--- config.mk ---
export PLATFORM = sky130hd
export DESIGN_NAME = dadda_multiplier_16
export DESIGN_NICKNAME = d
export VERILOG_FILES = /design/src/hw/dadda_pkg.sv /design/src/hw/pp_gen.sv /design/src/hw/dadda_stage.sv /design/src/hw/cla_block.sv /design/src/hw/final_adder.sv /design/src/hw/dadda_multiplier_16.sv
export VERILOG_INCLUDE_DIRS = /design/src /design/src/hw
export SDC_FILE = /design/constraint.sdc
export NUM_CORES = 1
export LEC_CHECK = 0
export BUFFER_PORTS_ARGS = -buffer_cell sky130_fd_sc_hd__buf_4
export CORE_UTILIZATION = 55
export DETAILED_ROUTE_END_ITERATION = 7
export PLACE_DENSITY = 0.71
export SLEW_MARGIN = 10
export SYNTH_ARGS = -nofsm -noshare
export SYNTH_HDL_FRONTEND = slang
export SYNTH_HIERARCHICAL = 1
export SYNTH_SLANG_ARGS = --single-unit
--- constraint.sdc ---
create_clock -name vclk -period 14.5
set_clock_uncertainty 0.1 [all_clocks]
set_input_delay 0.725 -clock vclk [all_inputs]
set_output_delay 0.725 -clock vclk [all_outputs]
set_load 0.005 [all_outputs]
--- src/hw/dadda_defs.svh ---
`ifndef DADDA_DEFS_SVH
`define DADDA_DEFS_SVH

// Operand and product sizes
`define DADDA_WIDTH   16
`define PRODUCT_WIDTH 32

// Bits per lookahead group in the final adder
`define CLA_GROUP     4

// Reduction stages for heights 13, 9, 6, 4, 3, 2
`define DADDA_STAGES  6

`endif

--- src/hw/dadda_pkg.sv ---
`include "dadda_defs.svh"

package dadda_pkg;

    typedef logic [`DADDA_WIDTH-1:0] operand_t;

    typedef struct packed {
        operand_t a;
        operand_t b;
    } mul_operands_t;

    typedef logic [`PRODUCT_WIDTH-1:0] product_t;

    // One entry per product weight, bits packed at the low end
    typedef logic [`PRODUCT_WIDTH-1:0][`DADDA_WIDTH-1:0] col_matrix_t;

    typedef struct packed {
        product_t row_a;
        product_t row_b;
    } sum_rows_t;

    // ~~~~~~~~~~~~~~~~~~~~~~~~~~~~~~~~~~~~~~~~~~~~~~~~~~~~~~~~~~~~
    // Dadda height sequence, 2 3 4 6 9 13 counted from the last stage
    function automatic int stage_target(input int stage);
        int height;
        height = 2;
        for (int j = 0; j < `DADDA_STAGES - 1 - stage; j++) begin
            height = (height * 3) / 2;
        end
        return height;
    endfunction

    // Bits in a column before the given stage
    function automatic int column_height(input int stage, input int col);
        int heights [`PRODUCT_WIDTH];
        int carry;
        int total;
        int target;
        for (int k = 0; k < `PRODUCT_WIDTH; k++) begin
            if (k < `DADDA_WIDTH) begin
                heights[k] = k + 1;
            end else if (k < 2 * `DADDA_WIDTH - 1) begin
                heights[k] = 2 * `DADDA_WIDTH - 1 - k;
            end else begin
                heights[k] = 0;
            end
        end
        for (int s = 0; s < stage; s++) begin
            target = stage_target(s);
            carry  = 0;
            for (int k = 0; k < `PRODUCT_WIDTH; k++) begin
                total = heights[k] + carry;
                if (total > target) begin
                    carry      = (total - target) / 2 + (total - target) % 2; // One per FA or HA
                    heights[k] = target;
                end else begin
                    carry      = 0;
                    heights[k] = total;
                end
            end
        end
        return heights[col];
    endfunction

endpackage

--- src/hw/pp_gen.sv ---
`include "dadda_defs.svh"

module pp_gen (
    input  dadda_pkg::mul_operands_t operands,
    output dadda_pkg::col_matrix_t   matrix
);

    logic [`DADDA_WIDTH-1:0][`DADDA_WIDTH-1:0] pp; // Row i is b gated by a[i]

    for (genvar i = 0; i < `DADDA_WIDTH; i++) begin : g_row
        assign pp[i] = operands.b & {`DADDA_WIDTH{operands.a[i]}};
    end

    // Column k collects pp[row][k-row], lowest row first
    for (genvar k = 0; k < `PRODUCT_WIDTH; k++) begin : g_col
        localparam int FIRST_ROW = (k >= `DADDA_WIDTH) ? k - `DADDA_WIDTH + 1 : 0;
        for (genvar n = 0; n < `DADDA_WIDTH; n++) begin : g_bit
            localparam int ROW = FIRST_ROW + n;
            if (ROW <= k && ROW < `DADDA_WIDTH) begin : g_pp
                assign matrix[k][n] = pp[ROW][k-ROW];
            end else begin : g_empty
                assign matrix[k][n] = 1'b0;
            end
        end
    end

endmodule

--- src/hw/dadda_stage.sv ---
`include "dadda_defs.svh"

module dadda_stage #(
    parameter int STAGE = 0
) (
    input  dadda_pkg::col_matrix_t matrix_in,
    output dadda_pkg::col_matrix_t matrix_out
);
    import dadda_pkg::*;

    localparam int TARGET = stage_target(STAGE);

    // Carries leaving each column, FA carries first then the HA carry
    wire [`PRODUCT_WIDTH-1:0][`DADDA_WIDTH-1:0] carry_bits;

    // Carries that column col receives from the column below it
    function automatic int carries_into(input int col);
        int height;
        int cin;
        int excess;
        cin = 0;
        for (int k = 0; k < col; k++) begin
            height = column_height(STAGE, k);
            excess = (height + cin > TARGET) ? height + cin - TARGET : 0;
            cin    = excess / 2 + excess % 2;
        end
        return cin;
    endfunction

    // ~~~~~~~~~~~~~~~~~~~~~~~~~~~~~~~~~~~~~~~~~~~~~~~~~~~~~~~~~~~~
    // Per column reduction
    for (genvar k = 0; k < `PRODUCT_WIDTH; k++) begin : g_col
        localparam int HEIGHT = column_height(STAGE, k);
        localparam int CIN    = carries_into(k);
        localparam int EXCESS = (HEIGHT + CIN > TARGET) ? HEIGHT + CIN - TARGET : 0;
        localparam int NUM_FA = EXCESS / 2;
        localparam int NUM_HA = EXCESS % 2;
        localparam int NUM_SUM = NUM_FA + NUM_HA;
        localparam int USED    = 3 * NUM_FA + 2 * NUM_HA; // Inputs eaten by adders
        localparam int NUM_PASS = HEIGHT - USED;

        logic [`DADDA_WIDTH-1:0] col;
        logic [`DADDA_WIDTH-1:0] sums;
        logic [`DADDA_WIDTH-1:0] carries;

        assign col = matrix_in[k];

        for (genvar i = 0; i < `DADDA_WIDTH; i++) begin : g_bit
            // Adder slot i
            if (i < NUM_FA) begin : g_fa
                assign sums[i]    = col[3*i] ^ col[3*i+1] ^ col[3*i+2];
                assign carries[i] = (col[3*i] & col[3*i+1])
                                  | (col[3*i+2] & (col[3*i] ^ col[3*i+1]));
            end else if (i < NUM_SUM) begin : g_ha
                assign sums[i]    = col[3*NUM_FA] ^ col[3*NUM_FA+1];
                assign carries[i] = col[3*NUM_FA] & col[3*NUM_FA+1];
            end else begin : g_no_adder
                assign sums[i]    = 1'b0;
                assign carries[i] = 1'b0;
            end

            // Output slot i: sums, then untouched bits, then incoming carries
            if (i < NUM_SUM) begin : g_out_sum
                assign matrix_out[k][i] = sums[i];
            end else if (i < NUM_SUM + NUM_PASS) begin : g_out_pass
                assign matrix_out[k][i] = col[USED+i-NUM_SUM];
            end else if (i < NUM_SUM + NUM_PASS + CIN) begin : g_out_carry
                assign matrix_out[k][i] = carry_bits[k-1][i-NUM_SUM-NUM_PASS];
            end else begin : g_out_empty
                assign matrix_out[k][i] = 1'b0;
            end
        end

        assign carry_bits[k] = carries; // Top column carry is always zero
    end

endmodule

--- src/hw/cla_block.sv ---
module cla_block #(
    parameter int WIDTH = 4
) (
    input  logic [WIDTH-1:0] a,
    input  logic [WIDTH-1:0] b,
    input  logic             carry_in,
    output logic [WIDTH-1:0] sum,
    output logic             group_generate,
    output logic             group_propagate
);

    logic [WIDTH-1:0] gen;
    logic [WIDTH-1:0] prop;
    logic [WIDTH-1:0] carry;

    assign gen  = a & b;
    assign prop = a ^ b;

    // Flattened lookahead, every carry straight from carry_in
    always_comb begin
        logic term;
        for (int i = 0; i < WIDTH; i++) begin
            term = carry_in;
            for (int m = 0; m < i; m++) begin
                term = term & prop[m];
            end
            carry[i] = term;
            for (int j = 0; j < i; j++) begin
                term = gen[j];
                for (int m = j + 1; m < i; m++) begin
                    term = term & prop[m];
                end
                carry[i] = carry[i] | term;
            end
        end
    end

    // Group terms for the second level
    always_comb begin
        logic term;
        group_generate = 1'b0;
        for (int j = 0; j < WIDTH; j++) begin
            term = gen[j];
            for (int m = j + 1; m < WIDTH; m++) begin
                term = term & prop[m];
            end
            group_generate = group_generate | term;
        end
    end

    assign group_propagate = &prop;
    assign sum             = prop ^ carry;

endmodule

--- src/hw/final_adder.sv ---
`include "dadda_defs.svh"

module final_adder (
    input  dadda_pkg::sum_rows_t rows,
    output dadda_pkg::product_t  product
);

    // Bits 1 and up split into 4-bit groups, the top group is whatever is left
    localparam int NUM_GROUPS = (`PRODUCT_WIDTH + `CLA_GROUP - 2) / `CLA_GROUP;

    logic                  bit0_carry;
    logic [NUM_GROUPS-1:0] group_gen;
    logic [NUM_GROUPS-1:0] group_prop;
    logic [NUM_GROUPS-1:0] group_carry;

    assign product[0]  = rows.row_a[0] ^ rows.row_b[0]; // Half add on bit 0
    assign bit0_carry  = rows.row_a[0] & rows.row_b[0];

    // ~~~~~~~~~~~~~~~~~~~~~~~~~~~~~~~~~~~~~~~~~~~~~~~~~~~~~~~~~~~~
    // Second level lookahead over the groups
    always_comb begin
        logic term;
        for (int j = 0; j < NUM_GROUPS; j++) begin
            term = bit0_carry;
            for (int m = 0; m < j; m++) begin
                term = term & group_prop[m];
            end
            group_carry[j] = term;
            for (int i = 0; i < j; i++) begin
                term = group_gen[i];
                for (int m = i + 1; m < j; m++) begin
                    term = term & group_prop[m];
                end
                group_carry[j] = group_carry[j] | term;
            end
        end
    end

    for (genvar j = 0; j < NUM_GROUPS; j++) begin : g_group
        localparam int LSB   = 1 + j * `CLA_GROUP;
        localparam int WIDTH = (j == NUM_GROUPS - 1) ? `PRODUCT_WIDTH - LSB : `CLA_GROUP;

        cla_block #(
            .WIDTH(WIDTH)
        ) u_cla (
            .a              (rows.row_a[LSB +: WIDTH]),
            .b              (rows.row_b[LSB +: WIDTH]),
            .carry_in       (group_carry[j]),
            .sum            (product[LSB +: WIDTH]),
            .group_generate (group_gen[j]),
            .group_propagate(group_prop[j])
        );
    end

endmodule

--- src/hw/dadda_multiplier_16.sv ---
`include "dadda_defs.svh"

module dadda_multiplier_16 (
    input  dadda_pkg::mul_operands_t operands,
    output dadda_pkg::product_t      product
);
    import dadda_pkg::*;

    col_matrix_t stage_matrix [`DADDA_STAGES+1]; // Entry s feeds stage s
    sum_rows_t   final_rows;

    pp_gen u_pp_gen (
        .operands(operands),
        .matrix  (stage_matrix[0])
    );

    // ~~~~~~~~~~~~~~~~~~~~~~~~~~~~~~~~~~~~~~~~~~~~~~~~~~~~~~~~~~~~
    // Reduction down to two rows
    for (genvar s = 0; s < `DADDA_STAGES; s++) begin : g_stage
        dadda_stage #(
            .STAGE(s)
        ) u_stage (
            .matrix_in (stage_matrix[s]),
            .matrix_out(stage_matrix[s+1])
        );
    end

    for (genvar k = 0; k < `PRODUCT_WIDTH; k++) begin : g_rows
        assign final_rows.row_a[k] = stage_matrix[`DADDA_STAGES][k][0];
        assign final_rows.row_b[k] = stage_matrix[`DADDA_STAGES][k][1];
    end

    final_adder u_final_adder (
        .rows   (final_rows),
        .product(product)
    );

endmodule

==> flow_summary.ini, run 1 <==
[detailed_routing]
ant_nets = 0
drt-pass1-iter-count = 5
viasPerCell = 5.07
drc = 0
num_vias = 4899
drt_iter0_drc = 292
drt-total-wl_um = 17800
wl_per_cell_um = 18.4

[timing]
slew_headroom_pct = 51.2
tightestPinTransition_ps = 724
max_freq_mhz = 134
finalSetupTns_ps = 0
min_period_ps = 7440
rsz0062_at_grt = false
setup_viol = 0
slew_violations = 0
hold_viol_final = 0
period_share_pct = 51.3

[placement]
dpl.cell_count = 967
place_area_um2 = 7950
dp_hpwl_um = 14400
globalplace.congestion = 0.787
port_buffers = 64

[floorplanning]
dieWidth_um = 143
core_area_um2 = 19400
num_rows = 51
initial_utilization_pct = 56.1
io_pins = 64
dieArea_um2 = 20300
die_y_um = 143

[critical_path]
crit_type = in -> out
cp-startpoint = operands[16]
required_ps = 13680
crit_fanout = 16
start_kind = primary input
cp-end-kind = output pin
crit_path_end = product[30]
worstPathArrival_ps = 6610

[power_and_ir_drop]
p_seq_share_pct = 0
switching_share_pct = 49.6
p_total_mw = 2.18
ir_drop_mv = 0.490
p_per_area_nw_per_um2 = 274
pwr-share-comb_pct = 100.0
clockPowerShare_pct = 0
leakage_nw = 3.63
p_int_mw = 1.10
p_switching_mw = 1.08

[cells_and_area]
mostFrequentLayoutCell = and2_1
final_cell_mix = and2_1 (246), fa_1 (203), buf_4 (64), ha_1 (55), a21oi_1 (22)
nNetsFinal = 994
clkbuf_count = 0
nFillCells = 1925
post-route-cell-area_um2 = 7950
regArea_um2 = 0
num_antenna_cells = 0
seq_cells = 0
drive_gt1_share_pct = 12.1
finalNonFillerCells = 967
area_growth_pct = -26.8

[synth]
netlist_instances = 1126
netlist_area_um2 = 10900
yosys_warnings = 6
postSynthAreaPerCell_um2 = 9.66

[global_routing]
grt_max_degree = 17
grt_pass1_vias = 5282
gr-total-overflow = 0
track_usage_pct = 18.6
grt_pass1_wl_um = 29000
antenna_found_initial = 0

[min_path]
hp-class = in -> out

[outcome]
status = finished, final reports clean

[job]
cap_viol_max_count = 0

[clocking]
hold_buffers = 0
cts_setup_buffers = 0
cts_resized = 0
==> power groups by stage <==
stage	Clock, mW	Sequential (mW)	Combinational, mW
3_5_place_dp	0	0	2.23
5_1_grt	0	0	2.48
2_1_floorplan	0	0	1.45
6_report	0	0	2.18
3_3_place_gp	0	0	2.20
4_1_cts	0	0	2.25
==> how the worst min path moves through the flow <==
stage / endpoint / start / depth (start not counted)
after floorplan: product[0] / operands[0] / 8
after global placement: product[0] / operands[16] / 4
after detailed placement: product[0] / operands[16] / 4
after CTS: product[0] / operands[0] / 4
after global routing: product[0] / operands[0] / 4
final: product[0] / operands[16] / 4
==> stage by stage <==
stage	setup slack, ps	hold WS (ps)	util [%]
finish	7060	1920	41.0
global route	6840	1960	41.0
CTS	7030	1930	41.0
detailed placement	7020	1930	41.0
global placement	7070	1910	41.0
floorplan	7860	2070	-
==> layout make-up <==
cell class,count,area [um^2],share of cell area (%)
multi-input combinational,630,7110,89.4
timing repair buffer,64,480,6.04
tap,265,332,4.17
inverter,8,30.0,0.378
==> routing by layer <==
metal | vias up | track usage, % | wire length [um]
li1 | 2165 | - | -
met1 | 2594 | 26.4 | 8080
met2 | 118 | 31.8 | 8710
met3 | 22 | 1.08 | 611
met4 | 0 | 3.06 | 374
met5 | - | 0 | 0
==> worst max-delay path, stage by stage <==
cell     delay [ps]
buf_4           160
and2_1          180
fa_1            500
fa_1            540
fa_1            520
fa_1            520
fa_1            520
fa_1            490
ha_1            380
a21oi_1          90
o21ai_0         590
nor3_1          110
o21a_1          170
o31ai_2         340
inv_1            90
fa_1            380
xnor2_1         160
buf_4           130
(Power assumes the default switching activity.)
==> inputs of run 2 (changes only) <==
==> constraint.sdc (replaced) <==
create_clock -name vclk -period 7.65
set_clock_uncertainty 0.1 [all_clocks]
set_input_delay 0.3825 -clock vclk [all_inputs]
set_output_delay 0.3825 -clock vclk [all_outputs]
set_load 0.005 [all_outputs]
==> flow_summary.ini, run 2 (synthesis gave the netlist of run 1 again) <==
[timing]
slew_headroom_pct = 54.4
max_freq_mhz = 148
min_period_ps = 6740
period_share_pct = 88.1
hold_viol_final = 0
tightestPinTransition_ps = 677
slew_violations = 0
rsz0062_at_grt = false
setup_viol = 0
finalSetupTns_ps = 0

[critical_path]
crit_type = in -> out
required_ps = 7170
worstPathArrival_ps = 6250
cp-end-kind = output pin
start_kind = primary input
crit_fanout = 16

[cells_and_area]
area_growth_pct = -26.8
final_cell_mix = and2_1 (246), fa_1 (203), buf_4 (64), ha_1 (55), a21oi_1 (22)
seq_cells = 0
drive_gt1_share_pct = 12.1
nNetsFinal = 994
num_antenna_cells = 0
nFillCells = 1872
finalNonFillerCells = 967
final_core_util_pct = 41.0
mostFrequentLayoutCell = and2_1
regArea_um2 = 0
clkbuf_count = 0

[floorplanning]
io_pins = 64
core_area_um2 = 19400
initial_utilization_pct = 56.1
dieArea_um2 = 20300
num_rows = 51
dieWidth_um = 143
die_y_um = 143

[detailed_routing]
ant_nets = 0
num_vias = 4906
wl_per_cell_um = 18.3
viasPerCell = 5.07
drc = 0
drt-total-wl_um = 17700
drt-pass1-iter-count = 4
drt_iter0_drc = 291

[global_routing]
gr-total-overflow = 0
grt_pass1_wl_um = 29500
track_usage_pct = 18.7
antenna_found_initial = 0
grt_pass1_vias = 5391
grt_max_degree = 17

[job]
cap_viol_max_count = 0

[power_and_ir_drop]
p_total_mw = 4.14
leakage_nw = 3.63
p_per_area_nw_per_um2 = 520
ir_drop_mv = 0.847

[placement]
dpl.cell_count = 967
port_buffers = 64
dp_hpwl_um = 14300
globalplace.congestion = 0.786

[min_path]
hp-class = in -> out

[clocking]
cts_resized = 0
cts_setup_buffers = 0
hold_buffers = 0

[outcome]
status = finished, final reports clean
-- run 2: where the power goes --
group	switching [mW]	internal, mW	total, mW
Combinational	2.05	2.09	4.14
Clock	0	0	0
Sequential	0	0	0
-- run 2: worst paths after layout --
path	start	slack (ps)	cells after the start	end
hold / removal	operands[16]	1230	4	product[0]
setup / recovery	operands[16]	910	18	product[30]
-- run 2: final cells by class --
cell class | count | area [um^2] | area share, %
Inverter | 8 | 30.0 | 0.378
Timing Repair Buffer | 64 | 480 | 6.04
Tap cell | 265 | 332 | 4.17
Multi-Input combinational cell | 630 | 7110 | 89.4
-- run 2: metal layers --
metal	routed length [um]	GRT usage (%)	vias up	part of all wire (%)
li1	-	-	2167	-
met1	7950	27.1	2614	45
met2	8890	31.9	117	50
met3	733	1.14	8	4.1
met4	142	1.58	0	0.80
met5	0	0	-	0
-- run 2: metrics by stage --
stage	hold WS (ps)	setup WS, ps	instance area, um^2
2_1_floorplan	1380	1700	10900
3_3_place_gp	1220	925	7950
3_5_place_dp	1230	883	7950
4_1_cts	1240	870	7950
5_1_grt	1290	637	7950
6_report	1230	913	7950
-- run 2: critical path: stages --
cell and delay [ps]:
buf_4 160, and2_1 180, fa_1 500, fa_1 530, fa_1 520, fa_1 520
fa_1 520, fa_1 490, ha_1 380, a21oi_1 100, o21ai_0 560, nor3_1 110
o21a_1 170, o31ai_2 360, inv_1 100, fa_1 380, xnor2_1 170, buf_4 130
